**src/source/dma_pkg.sv**
```systemverilog
`default_nettype none

package dma_pkg;

  // ------------------------------------------------------------------------
  // Widths
  // ------------------------------------------------------------------------

  localparam int unsigned ADDR_WIDTH     = 32;
  localparam int unsigned DATA_WIDTH     = 32;
  localparam int unsigned WORD_BYTES     = 4;
  localparam int unsigned ID_WIDTH       = 28;
  localparam int unsigned REG_ADDR_WIDTH = 6;

  // ------------------------------------------------------------------------
  // Encodings
  // ------------------------------------------------------------------------

  // Byte offsets on the control port
  typedef enum logic [REG_ADDR_WIDTH-1:0] {
    REG_SRC        = 6'h00,
    REG_DST        = 6'h04,
    REG_NUM_BYTES  = 6'h08,
    REG_SRC_STRIDE = 6'h0C,
    REG_DST_STRIDE = 6'h10,
    REG_NUM_REPS   = 6'h14,
    REG_NEXT_ID    = 6'h18,
    REG_DONE       = 6'h1C,
    REG_STATUS     = 6'h20
  } reg_offset_e;

  typedef enum logic [1:0] {
    ST_IDLE,
    ST_READ,
    ST_WAIT_DATA,
    ST_WRITE
  } engine_state_e;

  // ------------------------------------------------------------------------
  // Descriptor and bus structs
  // ------------------------------------------------------------------------

  // One 2D transfer; num_reps of 0 runs a single row
  typedef struct packed {
    logic [ADDR_WIDTH-1:0] src;
    logic [ADDR_WIDTH-1:0] dst;
    logic [DATA_WIDTH-1:0] num_bytes;
    logic [ADDR_WIDTH-1:0] src_stride;
    logic [ADDR_WIDTH-1:0] dst_stride;
    logic [DATA_WIDTH-1:0] num_reps;
    logic [ID_WIDTH-1:0]   id;
  } xfer_desc_t;

  // Core side register port
  typedef struct packed {
    logic                      req;
    logic                      we;
    logic [REG_ADDR_WIDTH-1:0] addr;
    logic [DATA_WIDTH-1:0]     wdata;
  } ctrl_req_t;

  typedef struct packed {
    logic                  gnt;
    logic                  rvalid;
    logic [DATA_WIDTH-1:0] rdata;
  } ctrl_rsp_t;

  // Memory side, req/gnt/rvalid strobes
  typedef struct packed {
    logic                  req;
    logic                  we;
    logic [ADDR_WIDTH-1:0] addr;
    logic [DATA_WIDTH-1:0] wdata;
  } mem_req_t;

  typedef struct packed {
    logic                  gnt;
    logic                  rvalid;
    logic [DATA_WIDTH-1:0] rdata;
  } mem_rsp_t;

endpackage

`default_nettype wire
```
**src/source/dmac_top.sv**
```systemverilog
`timescale 1ns/1ps
`default_nettype none

module dmac_top import dma_pkg::*; (
  input  logic      clk_i,
  input  logic      rst_n_i,
  input  ctrl_req_t ctrl_req_i,
  output ctrl_rsp_t ctrl_rsp_o,
  output mem_req_t  mem_req_o,
  input  mem_rsp_t  mem_rsp_i,
  output logic      term_event_o,
  output logic      busy_o
);

  xfer_desc_t            desc;
  logic                  start;
  logic [ADDR_WIDTH-1:0] src_addr;
  logic [ADDR_WIDTH-1:0] dst_addr;
  logic                  src_last;
  logic                  src_advance;
  logic                  dst_advance;

  // ------------------------------------------------------------------------
  // Frontend
  // ------------------------------------------------------------------------

  dma_reg_frontend i_frontend (
    .clk_i      ( clk_i        ),
    .rst_n_i    ( rst_n_i      ),
    .ctrl_req_i ( ctrl_req_i   ),
    .ctrl_rsp_o ( ctrl_rsp_o   ),
    .busy_i     ( busy_o       ),
    .done_i     ( term_event_o ),
    .desc_o     ( desc         ),
    .start_o    ( start        )
  );

  // ------------------------------------------------------------------------
  // Source and destination walks
  // ------------------------------------------------------------------------

  dma_addr_gen i_src_walk (
    .clk_i       ( clk_i           ),
    .rst_n_i     ( rst_n_i         ),
    .start_i     ( start           ),
    .base_i      ( desc.src        ),
    .stride_i    ( desc.src_stride ),
    .num_bytes_i ( desc.num_bytes  ),
    .num_reps_i  ( desc.num_reps   ),
    .advance_i   ( src_advance     ),
    .addr_o      ( src_addr        ),
    .last_o      ( src_last        )
  );

  // Same count as the source walk, its last flag is not needed
  dma_addr_gen i_dst_walk (
    .clk_i       ( clk_i           ),
    .rst_n_i     ( rst_n_i         ),
    .start_i     ( start           ),
    .base_i      ( desc.dst        ),
    .stride_i    ( desc.dst_stride ),
    .num_bytes_i ( desc.num_bytes  ),
    .num_reps_i  ( desc.num_reps   ),
    .advance_i   ( dst_advance     ),
    .addr_o      ( dst_addr        ),
    .last_o      (                 )
  );

  // ------------------------------------------------------------------------
  // Copy engine
  // ------------------------------------------------------------------------

  dma_copy_engine i_engine (
    .clk_i         ( clk_i        ),
    .rst_n_i       ( rst_n_i      ),
    .start_i       ( start        ),
    .src_addr_i    ( src_addr     ),
    .dst_addr_i    ( dst_addr     ),
    .last_i        ( src_last     ),
    .src_advance_o ( src_advance  ),
    .dst_advance_o ( dst_advance  ),
    .mem_req_o     ( mem_req_o    ),
    .mem_rsp_i     ( mem_rsp_i    ),
    .busy_o        ( busy_o       ),
    .done_o        ( term_event_o )
  );

endmodule

`default_nettype wire

```
**src/source/dma_copy_engine.sv**
```systemverilog
`timescale 1ns/1ps
`default_nettype none

module dma_copy_engine import dma_pkg::*; (
  input  logic                  clk_i,
  input  logic                  rst_n_i,
  input  logic                  start_i,
  input  logic [ADDR_WIDTH-1:0] src_addr_i,
  input  logic [ADDR_WIDTH-1:0] dst_addr_i,
  input  logic                  last_i,
  output logic                  src_advance_o,
  output logic                  dst_advance_o,
  output mem_req_t              mem_req_o,
  input  mem_rsp_t              mem_rsp_i,
  output logic                  busy_o,
  output logic                  done_o
);

  engine_state_e         state_q;
  engine_state_e         state_d;
  logic [DATA_WIDTH-1:0] data_q;
  logic                  done_q;
  logic                  write_done;

  // Granted write retires the current word
  assign write_done = (state_q == ST_WRITE) && mem_rsp_i.gnt;

  // ------------------------------------------------------------------------
  // FSM
  // ------------------------------------------------------------------------

  always_comb begin
    state_d = state_q;
    case (state_q)
      ST_IDLE: begin
        if (start_i) begin
          state_d = ST_READ;
        end
      end
      ST_READ: begin
        if (mem_rsp_i.gnt) begin
          state_d = ST_WAIT_DATA;
        end
      end
      ST_WAIT_DATA: begin
        if (mem_rsp_i.rvalid) begin
          state_d = ST_WRITE;
        end
      end
      ST_WRITE: begin
        if (mem_rsp_i.gnt) begin
          state_d = last_i ? ST_IDLE : ST_READ;
        end
      end
      default: state_d = ST_IDLE;
    endcase
  end

  always_ff @(posedge clk_i) begin
    if (!rst_n_i) begin
      state_q <= ST_IDLE;
      done_q  <= 1'b0;
    end else begin
      state_q <= state_d;
      done_q  <= write_done && last_i;
    end
  end

  // Word buffer between read and write
  always_ff @(posedge clk_i) begin
    if ((state_q == ST_WAIT_DATA) && mem_rsp_i.rvalid) begin
      data_q <= mem_rsp_i.rdata;
    end
  end

  // ------------------------------------------------------------------------
  // Memory port
  // ------------------------------------------------------------------------

  // Address only moves on a write grant, so the request holds while stalled
  always_comb begin
    mem_req_o.req   = (state_q == ST_READ) || (state_q == ST_WRITE);
    mem_req_o.we    = (state_q == ST_WRITE);
    mem_req_o.addr  = (state_q == ST_WRITE) ? dst_addr_i : src_addr_i;
    mem_req_o.wdata = data_q;
  end

  // Both walks step together
  assign src_advance_o = write_done;
  assign dst_advance_o = write_done;

  assign busy_o = (state_q != ST_IDLE);
  assign done_o = done_q;

endmodule

`default_nettype wire

```
**src/source/dma_addr_gen.sv**
```systemverilog
`timescale 1ns/1ps
`default_nettype none

module dma_addr_gen import dma_pkg::*; (
  input  logic                  clk_i,
  input  logic                  rst_n_i,
  input  logic                  start_i,
  input  logic [ADDR_WIDTH-1:0] base_i,
  input  logic [ADDR_WIDTH-1:0] stride_i,
  input  logic [DATA_WIDTH-1:0] num_bytes_i,
  input  logic [DATA_WIDTH-1:0] num_reps_i,
  input  logic                  advance_i,
  output logic [ADDR_WIDTH-1:0] addr_o,
  output logic                  last_o
);

  logic [ADDR_WIDTH-1:0] row_base_q;
  logic [ADDR_WIDTH-1:0] stride_q;
  logic [ADDR_WIDTH-1:0] word_off_q;
  logic [ADDR_WIDTH-1:0] last_off_q;
  logic [DATA_WIDTH-1:0] row_cnt_q;
  logic [DATA_WIDTH-1:0] last_row_q;
  logic                  row_end;
  logic                  final_row;

  assign row_end   = (word_off_q == last_off_q);
  assign final_row = (row_cnt_q == last_row_q);
  assign addr_o    = row_base_q + word_off_q;
  assign last_o    = row_end & final_row;

  // Position within the walk
  always_ff @(posedge clk_i) begin
    if (!rst_n_i) begin
      word_off_q <= '0;
      row_cnt_q  <= '0;
    end else if (start_i) begin
      word_off_q <= '0;
      row_cnt_q  <= '0;
    end else if (advance_i) begin
      if (row_end) begin
        word_off_q <= '0;
        row_cnt_q  <= row_cnt_q + 1'b1;
      end else begin
        word_off_q <= word_off_q + WORD_BYTES;
      end
    end
  end

  // Row base moves by one stride at each row end
  always_ff @(posedge clk_i) begin
    if (start_i) begin
      row_base_q <= base_i;
      stride_q   <= stride_i;
      last_off_q <= num_bytes_i - WORD_BYTES;
      // Zero reps runs one row
      last_row_q <= (num_reps_i == '0) ? '0 : num_reps_i - 1'b1;
    end else if (advance_i && row_end) begin
      row_base_q <= row_base_q + stride_q;
    end
  end

endmodule

`default_nettype wire

```
**src/source/dma_reg_frontend.sv**
```systemverilog
`timescale 1ns/1ps
`default_nettype none

module dma_reg_frontend import dma_pkg::*; (
  input  logic       clk_i,
  input  logic       rst_n_i,
  input  ctrl_req_t  ctrl_req_i,
  output ctrl_rsp_t  ctrl_rsp_o,
  input  logic       busy_i,
  input  logic       done_i,
  output xfer_desc_t desc_o,
  output logic       start_o
);

  // Configuration fields, id field holds the running transfer
  xfer_desc_t            cfg_q;
  logic [ID_WIDTH-1:0]   next_id_q;
  logic [ID_WIDTH-1:0]   done_id_q;
  logic                  rvalid_q;
  logic [DATA_WIDTH-1:0] rdata_q;
  logic [DATA_WIDTH-1:0] rdata_d;
  reg_offset_e           offset;
  logic                  rd_access;
  logic                  wr_access;

  assign offset    = reg_offset_e'(ctrl_req_i.addr);
  assign wr_access = ctrl_req_i.req & ctrl_req_i.we;
  assign rd_access = ctrl_req_i.req & ~ctrl_req_i.we;

  // A NEXT_ID read while idle launches the transfer
  assign start_o = rd_access && (offset == REG_NEXT_ID) && !busy_i;

  // ------------------------------------------------------------------------
  // Read mux
  // ------------------------------------------------------------------------

  always_comb begin
    rdata_d = '0;
    case (offset)
      REG_SRC:        rdata_d = cfg_q.src;
      REG_DST:        rdata_d = cfg_q.dst;
      REG_NUM_BYTES:  rdata_d = cfg_q.num_bytes;
      REG_SRC_STRIDE: rdata_d = cfg_q.src_stride;
      REG_DST_STRIDE: rdata_d = cfg_q.dst_stride;
      REG_NUM_REPS:   rdata_d = cfg_q.num_reps;
      REG_NEXT_ID: begin
        // Rejected launch reads back 0
        if (start_o) begin
          rdata_d = {{(DATA_WIDTH-ID_WIDTH){1'b0}}, next_id_q};
        end
      end
      REG_DONE:       rdata_d = {{(DATA_WIDTH-ID_WIDTH){1'b0}}, done_id_q};
      REG_STATUS:     rdata_d = {{(DATA_WIDTH-1){1'b0}}, busy_i};
      default:        rdata_d = '0;
    endcase
  end

  // Every request granted in its own cycle
  assign ctrl_rsp_o.gnt    = ctrl_req_i.req;
  assign ctrl_rsp_o.rvalid = rvalid_q;
  assign ctrl_rsp_o.rdata  = rdata_q;

  // ------------------------------------------------------------------------
  // Register file and id tracking
  // ------------------------------------------------------------------------

  always_ff @(posedge clk_i) begin
    if (!rst_n_i) begin
      cfg_q     <= '0;
      next_id_q <= ID_WIDTH'(1);
      done_id_q <= '0;
      rvalid_q  <= 1'b0;
    end else begin
      rvalid_q <= rd_access;
      if (wr_access) begin
        case (offset)
          REG_SRC:        cfg_q.src        <= ctrl_req_i.wdata;
          REG_DST:        cfg_q.dst        <= ctrl_req_i.wdata;
          REG_NUM_BYTES:  cfg_q.num_bytes  <= ctrl_req_i.wdata;
          REG_SRC_STRIDE: cfg_q.src_stride <= ctrl_req_i.wdata;
          REG_DST_STRIDE: cfg_q.dst_stride <= ctrl_req_i.wdata;
          REG_NUM_REPS:   cfg_q.num_reps   <= ctrl_req_i.wdata;
          default: ;
        endcase
      end
      if (start_o) begin
        cfg_q.id <= next_id_q;
        // Id 0 means rejected, so the counter skips it on wrap
        next_id_q <= (next_id_q == '1) ? ID_WIDTH'(1) : next_id_q + 1'b1;
      end
      if (done_i) begin
        done_id_q <= cfg_q.id;
      end
    end
  end

  always_ff @(posedge clk_i) begin
    if (rd_access) begin
      rdata_q <= rdata_d;
    end
  end

  // Id of the new transfer already visible with the start pulse
  always_comb begin
    desc_o = cfg_q;
    if (start_o) begin
      desc_o.id = next_id_q;
    end
  end

endmodule

`default_nettype wire

```
**config.mk**
```make
export PLATFORM = sky130hd
export DESIGN_NAME = dmac_top
export DESIGN_NICKNAME = d
export VERILOG_FILES = /design/src/source/dma_pkg.sv /design/src/source/dmac_top.sv /design/src/source/dma_copy_engine.sv /design/src/source/dma_addr_gen.sv /design/src/source/dma_reg_frontend.sv
export SDC_FILE = /design/constraint.sdc
export NUM_CORES = 2
export LEC_CHECK = 0
export BUFFER_PORTS_ARGS = -buffer_cell sky130_fd_sc_hd__buf_2
export CAP_MARGIN = 20
export CORE_ASPECT_RATIO = 1.4
export CORE_UTILIZATION = 60
export CTS_CLUSTER_SIZE = 14
export DETAILED_ROUTE_END_ITERATION = 8
export GPL_TIMING_DRIVEN = 0
export PLACE_DENSITY = 0.77
export SYNTH_ARGS = -nofsm -noshare
export SYNTH_HDL_FRONTEND = slang
export SYNTH_SLANG_ARGS = --single-unit
```
**constraint.sdc**
```tcl
create_clock -name clk_i -period 18.15 [get_ports clk_i]
set_input_delay 3.63 -clock clk_i [delete_from_list [all_inputs] [get_ports clk_i]]
set_output_delay 3.63 -clock clk_i [all_outputs]
set_load 0.02 [all_outputs]
```
## Word-level counts from Yosys, hierarchy flattened

Cells that the tools add are included.

- Register bits: 632
- Input bits: 76
- Output and inout bits: 102
- Word-level logic and storage cells: 97

- Add/sub/neg operators: 10
- Eq/ne operators: 19
- Muxes and demuxes: 16
- Bitwise operators: 5
- Reductions and logical operators: 24

Operators by type and width:

| operator | count |
|---|---|
| one-hot mux 32 bit (9 select lines) | 1 |
| two-way mux 32 bit | 7 |
| adder 32 bit | 4 |
| == test 32 bit | 3 |
| adder 32 x 3 -> 32 bit (second input constant) | 2 |
| two-way mux 28 bit | 2 |
| adder 32 x 1 -> 32 bit (second input constant) | 1 |
| logical NOT 32 bit | 1 |
| subtractor 32 x 1 -> 32 bit (second input constant) | 1 |
| subtractor 32 x 3 -> 32 bit (second input constant) | 1 |
| adder 28 x 1 -> 28 bit (second input constant) | 1 |
| == test 28 bit (second input constant) | 1 |
| == test 6 x 5 -> 1 bit (second input constant) | 4 |
| AND reduction 2 bit | 7 |
| == test 6 x 4 -> 1 bit (second input constant) | 2 |
| two-way mux 2 bit | 4 |
| one-hot mux 2 bit (4 select lines) | 1 |
| logical AND 1 bit | 7 |
| == test 6 x 3 -> 1 bit (second input constant) | 1 |
| == test 6 bit (second input constant) | 1 |
| logical NOT 6 bit | 1 |
| != test 2 bit (second input constant) | 3 |
| nonzero test 2 bit | 3 |
| == test 2 bit (second input constant) | 2 |
| 10 further kinds | 13 |

## Longest topological paths before layout

- Depth after elaboration: 6
- Gate-level depth with buffers: 13
- Gate-level depth less buffers: 12

## Cells and area by module

Synthesis repeated with hierarchy kept, for this count alone.

- Cell total of the unflattened synthesis: 4185
- Area total of the unflattened synthesis: 38807.2 sq um

Modules (own cells, without submodules):

| module | times used | cells each | area an instance (sq um) | sequential area each (sq um) |
|---|---|---|---|---|
| dma_reg_frontend | 1 | 1639 | 13608.1 | 6506.2 |
| dma_addr_gen (i_src_walk) | 1 | 1292 | 12180.4 | 5084.9 |
| dma_addr_gen (i_dst_walk) | 1 | 1157 | 11419.7 | 5084.9 |
| dma_copy_engine | 1 | 97 | 1599.0 | 1021.0 |

## Worst setup path after synthesis

Ideal clock, no wire load.

- Path type: input to register
- From: input ctrl_req_i[38] (netlist name)
- To: register i_dst_walk.stride_q[0], enable pin
- Library setup time: 0.542 ns
- Arrival: 9.577 ns
- Required time: 17.608 ns
- Setup slack: 8.032 ns
- Stages: 5
- Buffers on the path: 2
- Path through: nor2b_1 > nand4_1 > inv_1 > clkbuf_1 > buf_1

- Word-level cells in the longest chain between the ends: 4

Ends and longest elaborated chain:

| item | RTL line | source |
|---|---|---|
| start: declaration | dmac_top.sv:7 | `input ctrl_req_t ctrl_req_i,` |
| NOT 1 bit | dma_reg_frontend.sv:28 | `assign rd_access = ctrl_req_i.req & ~ctrl_req_i.we;` |
| AND 1 bit | dma_reg_frontend.sv:28 |  |
| logical AND 1 bit (2 in series) | dma_reg_frontend.sv:31 | `assign start_o = rd_access && (offset == REG_NEXT_ID) && !busy_i;` |
| named net i_dst_walk.start_i | dma_addr_gen.sv:7 | `input logic start_i,` |
| end signal: assignment | dma_addr_gen.sv:53 | `stride_q <= stride_i;` |
| end: declaration | dma_addr_gen.sv:18 | `logic [ADDR_WIDTH-1:0] stride_q;` |

The timed path passes the listed nets, and every way through them passes these cells.
A chain may end at the register's enable or synchronous reset.

==> metrics <==
initial standard-cell utilization of the core roughly three fifths; Crit Reg-Reg Startpoint i_frontend.desc_o[33]; power density over cell area slightly above 80 nW/um2; worst hold slack about 0.46 ns; most frequent cells after synthesis sky130_fd_sc_hd__nand2_1 (609), sky130_fd_sc_hd__a21oi_1 (385), sky130_fd_sc_hd__dfxtp_1 (372); number of primary I/O pins between 150 and 200; cell types with the largest area share after synthesis sky130_fd_sc_hd__edfxtp_1 (24%), sky130_fd_sc_hd__dfxtp_1 (24%), sky130_fd_sc_hd__nand2_1 (7.3%), sky130_fd_sc_hd__a21oi_1 (6.1%), sky130_fd_sc_hd__ha_1 (5.2%); share of post-route cells with drive strength above 1 under 10%; fin crit share roughly 45%; All-Layer GR Usage approximately two fifths; post-CTS sizing 0; startpoint of the worst hold path i_frontend.cfg_q[2]; depth of the worst hold-timing path 2; setup slack on the worst flop-to-flop path 13.47 ns; setup repair bufs after CTS 0; Port Buf Inserts about 180; number of nets at the end of the flow between 3k and 4k; endpoint class of the critical path output pin; setup repair after global routing missed its margin false; type of the tightest min-delay check reg -> reg; floorplan die width 196 um; dominant cell by count in the synthesized netlist sky130_fd_sc_hd__nand2_1; synthesized-area fraction occupied by adder cells 5.33%; max-slew headroom at the worst pin between 20% and 30%; number of flip-flops and latches in the synthesized netlist between 600 and 700; placed wire-length estimate after detailed placement 82000 um; register area share after synthesis 48.0%; warnings from Yosys 0; cell at the root of the clock tree sky130_fd_sc_hd__clkbuf_16; number of buffers on the longest clock path 3; hold buffers post-CTS 0; net count after synthesis ~3.6k; number of antenna violations at the first check in global routing 6; aggregate negative setup slack 0 ns; placer congestion estimate slightly above 1; insertion delay of the later-clocked pin in the worst-skew pair slightly below 0.7 ns; average vias per placed instance just over 6; complex-gate fraction of the synthesized area about 14%; minimum period implied by the final worst setup slack 8.18 ns; Sink Count between 600 and 700; post-synth top area share around 24%; Worst VDD drop just under 0.00008 V; number of max-cap violations 0; Syn-to-layout area delta 12.3%; vias in the first global route 26.3k; Mean Syn Cell Area between 9 and 10 um2; clk slew on worst S/H paths 0.07 ns; CTS H-tree depth 2; overflow left after global routing 0; post-synthesis xor/xnor area fraction a little under a tenth; global-route wire length before repair approximately 150000 um; pin count of the biggest net entering global routing 42; detailed-route wire length roughly 100000 um; Final Hold Fails 0; post-synth top area cell sky130_fd_sc_hd__edfxtp_1; arrival time reported for the critical path endpoint about 4.6 ns; Most used DFF post-synth sky130_fd_sc_hd__dfxtp_1; TritonCTS clock tree yes; number of clock buffers inserted by TritonCTS 59; combinational family with the most area after synthesis simple AND/OR/NAND/NOR gates; critical path class reg -> out; height of the chip between 200 and 300 um; Worst Path Required around 15 ns; post-synthesis cell area roughly 32000 um2; count of vias placed by the detailed router around 27k; largest clock skew in the final design about 0.048 ns; worst reg2reg endpoint i_src_walk.last_row_q[17]; std cell rows slightly below 100; Leak roughly 13 nW; Tightest Pin Transition roughly 1.1 ns; f_max about 120 MHz; Core Box Area ~52000 um2; Mapped Cells about 3.4k; fraction of synthesis flops using an asynchronous set or reset pin 0%; number of setup violations in the final report 0; Max Slew Vio Count 0; average wire length per cell after detail routing 24.0 um; status finished, final reports clean; detailed router's first-iteration violation count ~2.2k; post-detailed-route count of antenna-violating nets 0; Hold Path Sink i_frontend.cfg_q[2]; number of enable-type register cells in the synthesized netlist between 200 and 300; kind of start point of the critical path flop; first-pass detailed-route iteration total 6; multiplexer area fraction after synthesis 2.87%; number of library cell types mapped by synthesis 71; DRC viols 0; full die area roughly 53000 um2; Register-to-Register Path Depth 10; simple-gate portion of the synthesized area 17.4%; maximum fanout encountered on the critical timing path 5
==> cell families (layout without fill, tap and decap cells) <==
kind of cell / Yosys count / count (layout)
other: 0 / 4
adder cells (fa/ha/maj): 133 / 133
AND/OR/NAND/NOR: 1244 / 1244
AO/OA/AOI/OAI: 752 / 752
buffers and inverters: 213 / 509
XOR/XNOR: 338 / 338
flip-flops: 628 / 628
multiplexers: 85 / 85
==> worst max-delay path, stage by stage, from the launching register on <==
cell	delay (ns)
sky130_fd_sc_hd__dfxtp_1	0.47
sky130_fd_sc_hd__ha_1	0.30
sky130_fd_sc_hd__a21o_1	0.20
sky130_fd_sc_hd__a21oi_1	0.26
sky130_fd_sc_hd__o21ai_0	0.27
sky130_fd_sc_hd__a21o_1	0.29
sky130_fd_sc_hd__a211oi_1	0.64
sky130_fd_sc_hd__o21bai_1	0.41
sky130_fd_sc_hd__a21o_1	0.30
sky130_fd_sc_hd__a21boi_0	0.24
sky130_fd_sc_hd__xor2_1	0.23
sky130_fd_sc_hd__o21ai_0	0.10
sky130_fd_sc_hd__buf_2	0.20
==> layout by cell type, fill, tap and decap left out, types with 30 or more instances in the layout <==
cell / n
sky130_fd_sc_hd__inv_1: 45
sky130_fd_sc_hd__clkbuf_16: 61
sky130_fd_sc_hd__a21oi_1: 385
sky130_fd_sc_hd__a21o_1: 51
sky130_fd_sc_hd__and3_1: 45
sky130_fd_sc_hd__o21ai_0: 102
sky130_fd_sc_hd__xnor2_1: 184
sky130_fd_sc_hd__a22oi_1: 30
sky130_fd_sc_hd__nor3_1: 40
sky130_fd_sc_hd__mux2i_1: 43
sky130_fd_sc_hd__nand4_1: 44
sky130_fd_sc_hd__mux2_2: 42
sky130_fd_sc_hd__buf_2: 179
sky130_fd_sc_hd__nor2_1: 290
sky130_fd_sc_hd__nand3_1: 74
sky130_fd_sc_hd__clkbuf_1: 159
sky130_fd_sc_hd__edfxtp_1: 256
sky130_fd_sc_hd__or3_1: 30
sky130_fd_sc_hd__ha_1: 131
sky130_fd_sc_hd__nand2_1: 607
sky130_fd_sc_hd__dfxtp_1: 372
sky130_fd_sc_hd__xor2_1: 154
==> cell type report <==
type	count	area, um2
Multi-Input combinational cell	2552	15600
Timing Repair Buffer	184	1020
Fill cell	4307	16600
Tap cell	656	821
Buffer	166	641
Antenna cell	4	10.0
Clock inverter	34	359
Sequential cell	628	15100
Clock buffer	78	1640
Inverter	47	176
==> worst max-delay path by stage <==
stage               depth (start not counted)  slack (ns)                        to                startpoint
floorplan                                   5        8.03    i_dst_walk.stride_q[0]            ctrl_req_i[38]
global placement                            8        3.35  i_dst_walk.row_base_q[0]            ctrl_req_i[39]
detailed placement                          3       10.52            ctrl_rsp_o[33]            ctrl_req_i[39]
CTS                                        12        9.99             mem_req_o[58]  i_src_walk.word_off_q[3]
global route                               12        9.73             mem_req_o[58]  i_src_walk.word_off_q[3]
finish                                     12        9.97             mem_req_o[58]  i_src_walk.word_off_q[3]
==> sequential cells by signal (all words and copies together) (netlist names) <==
signal                 flops
i_dst_walk.word_off_q     30
i_frontend.done_id_q      28
i_src_walk.word_off_q     30
i_src_walk.row_base_q     32
i_src_walk.last_off_q     32
i_dst_walk.stride_q       32
i_frontend.rvalid_q        1
i_engine.done_o            1
i_engine.state_q           2
i_frontend.desc_o        192
i_src_walk.row_cnt_q      32
i_dst_walk.row_base_q     32
i_frontend.next_id_q      28
i_src_walk.last_row_q     32
i_src_walk.stride_q       32
i_frontend.rdata_q        32
i_engine.data_q           32
i_frontend.cfg_q          28
==> power breakdown <==
part | switching, mW | leakage (nW) | total (mW) | internal, mW
sequential | 0.00391 | 5.45 | 1.47 | 1.47
combinational | 0.0823 | 6.90 | 0.112 | 0.0294
clock | 0.565 | 0.986 | 1.29 | 0.724
==> layer usage <==
metal / part of all wire, % / vias up / track usage [%]
met5: 0.016 / - / 0
li1: - / 12500 / -
met1: 35 / 12600 / 43.1
met4: 8.8 / 2 / 30.6
met2: 48 / 1275 / 67.4
met3: 7.8 / 394 / 5.30
==> through the flow <==
stage	total power [mW]	utilization, %	setup WS [ns]	instances	area, um2
floorplan	1.56	-	8.03	3393	31500
CTS	2.87	67.9	9.99	4343	35300
detailed placement	1.61	64.1	10.52	4231	33300
global placement	1.61	63.9	3.35	4225	33200
global route	2.93	68.0	9.73	4347	35400
finish	2.87	68.0	9.97	4349	35400
No activity file was read; power rests on OpenSTA's default activity.
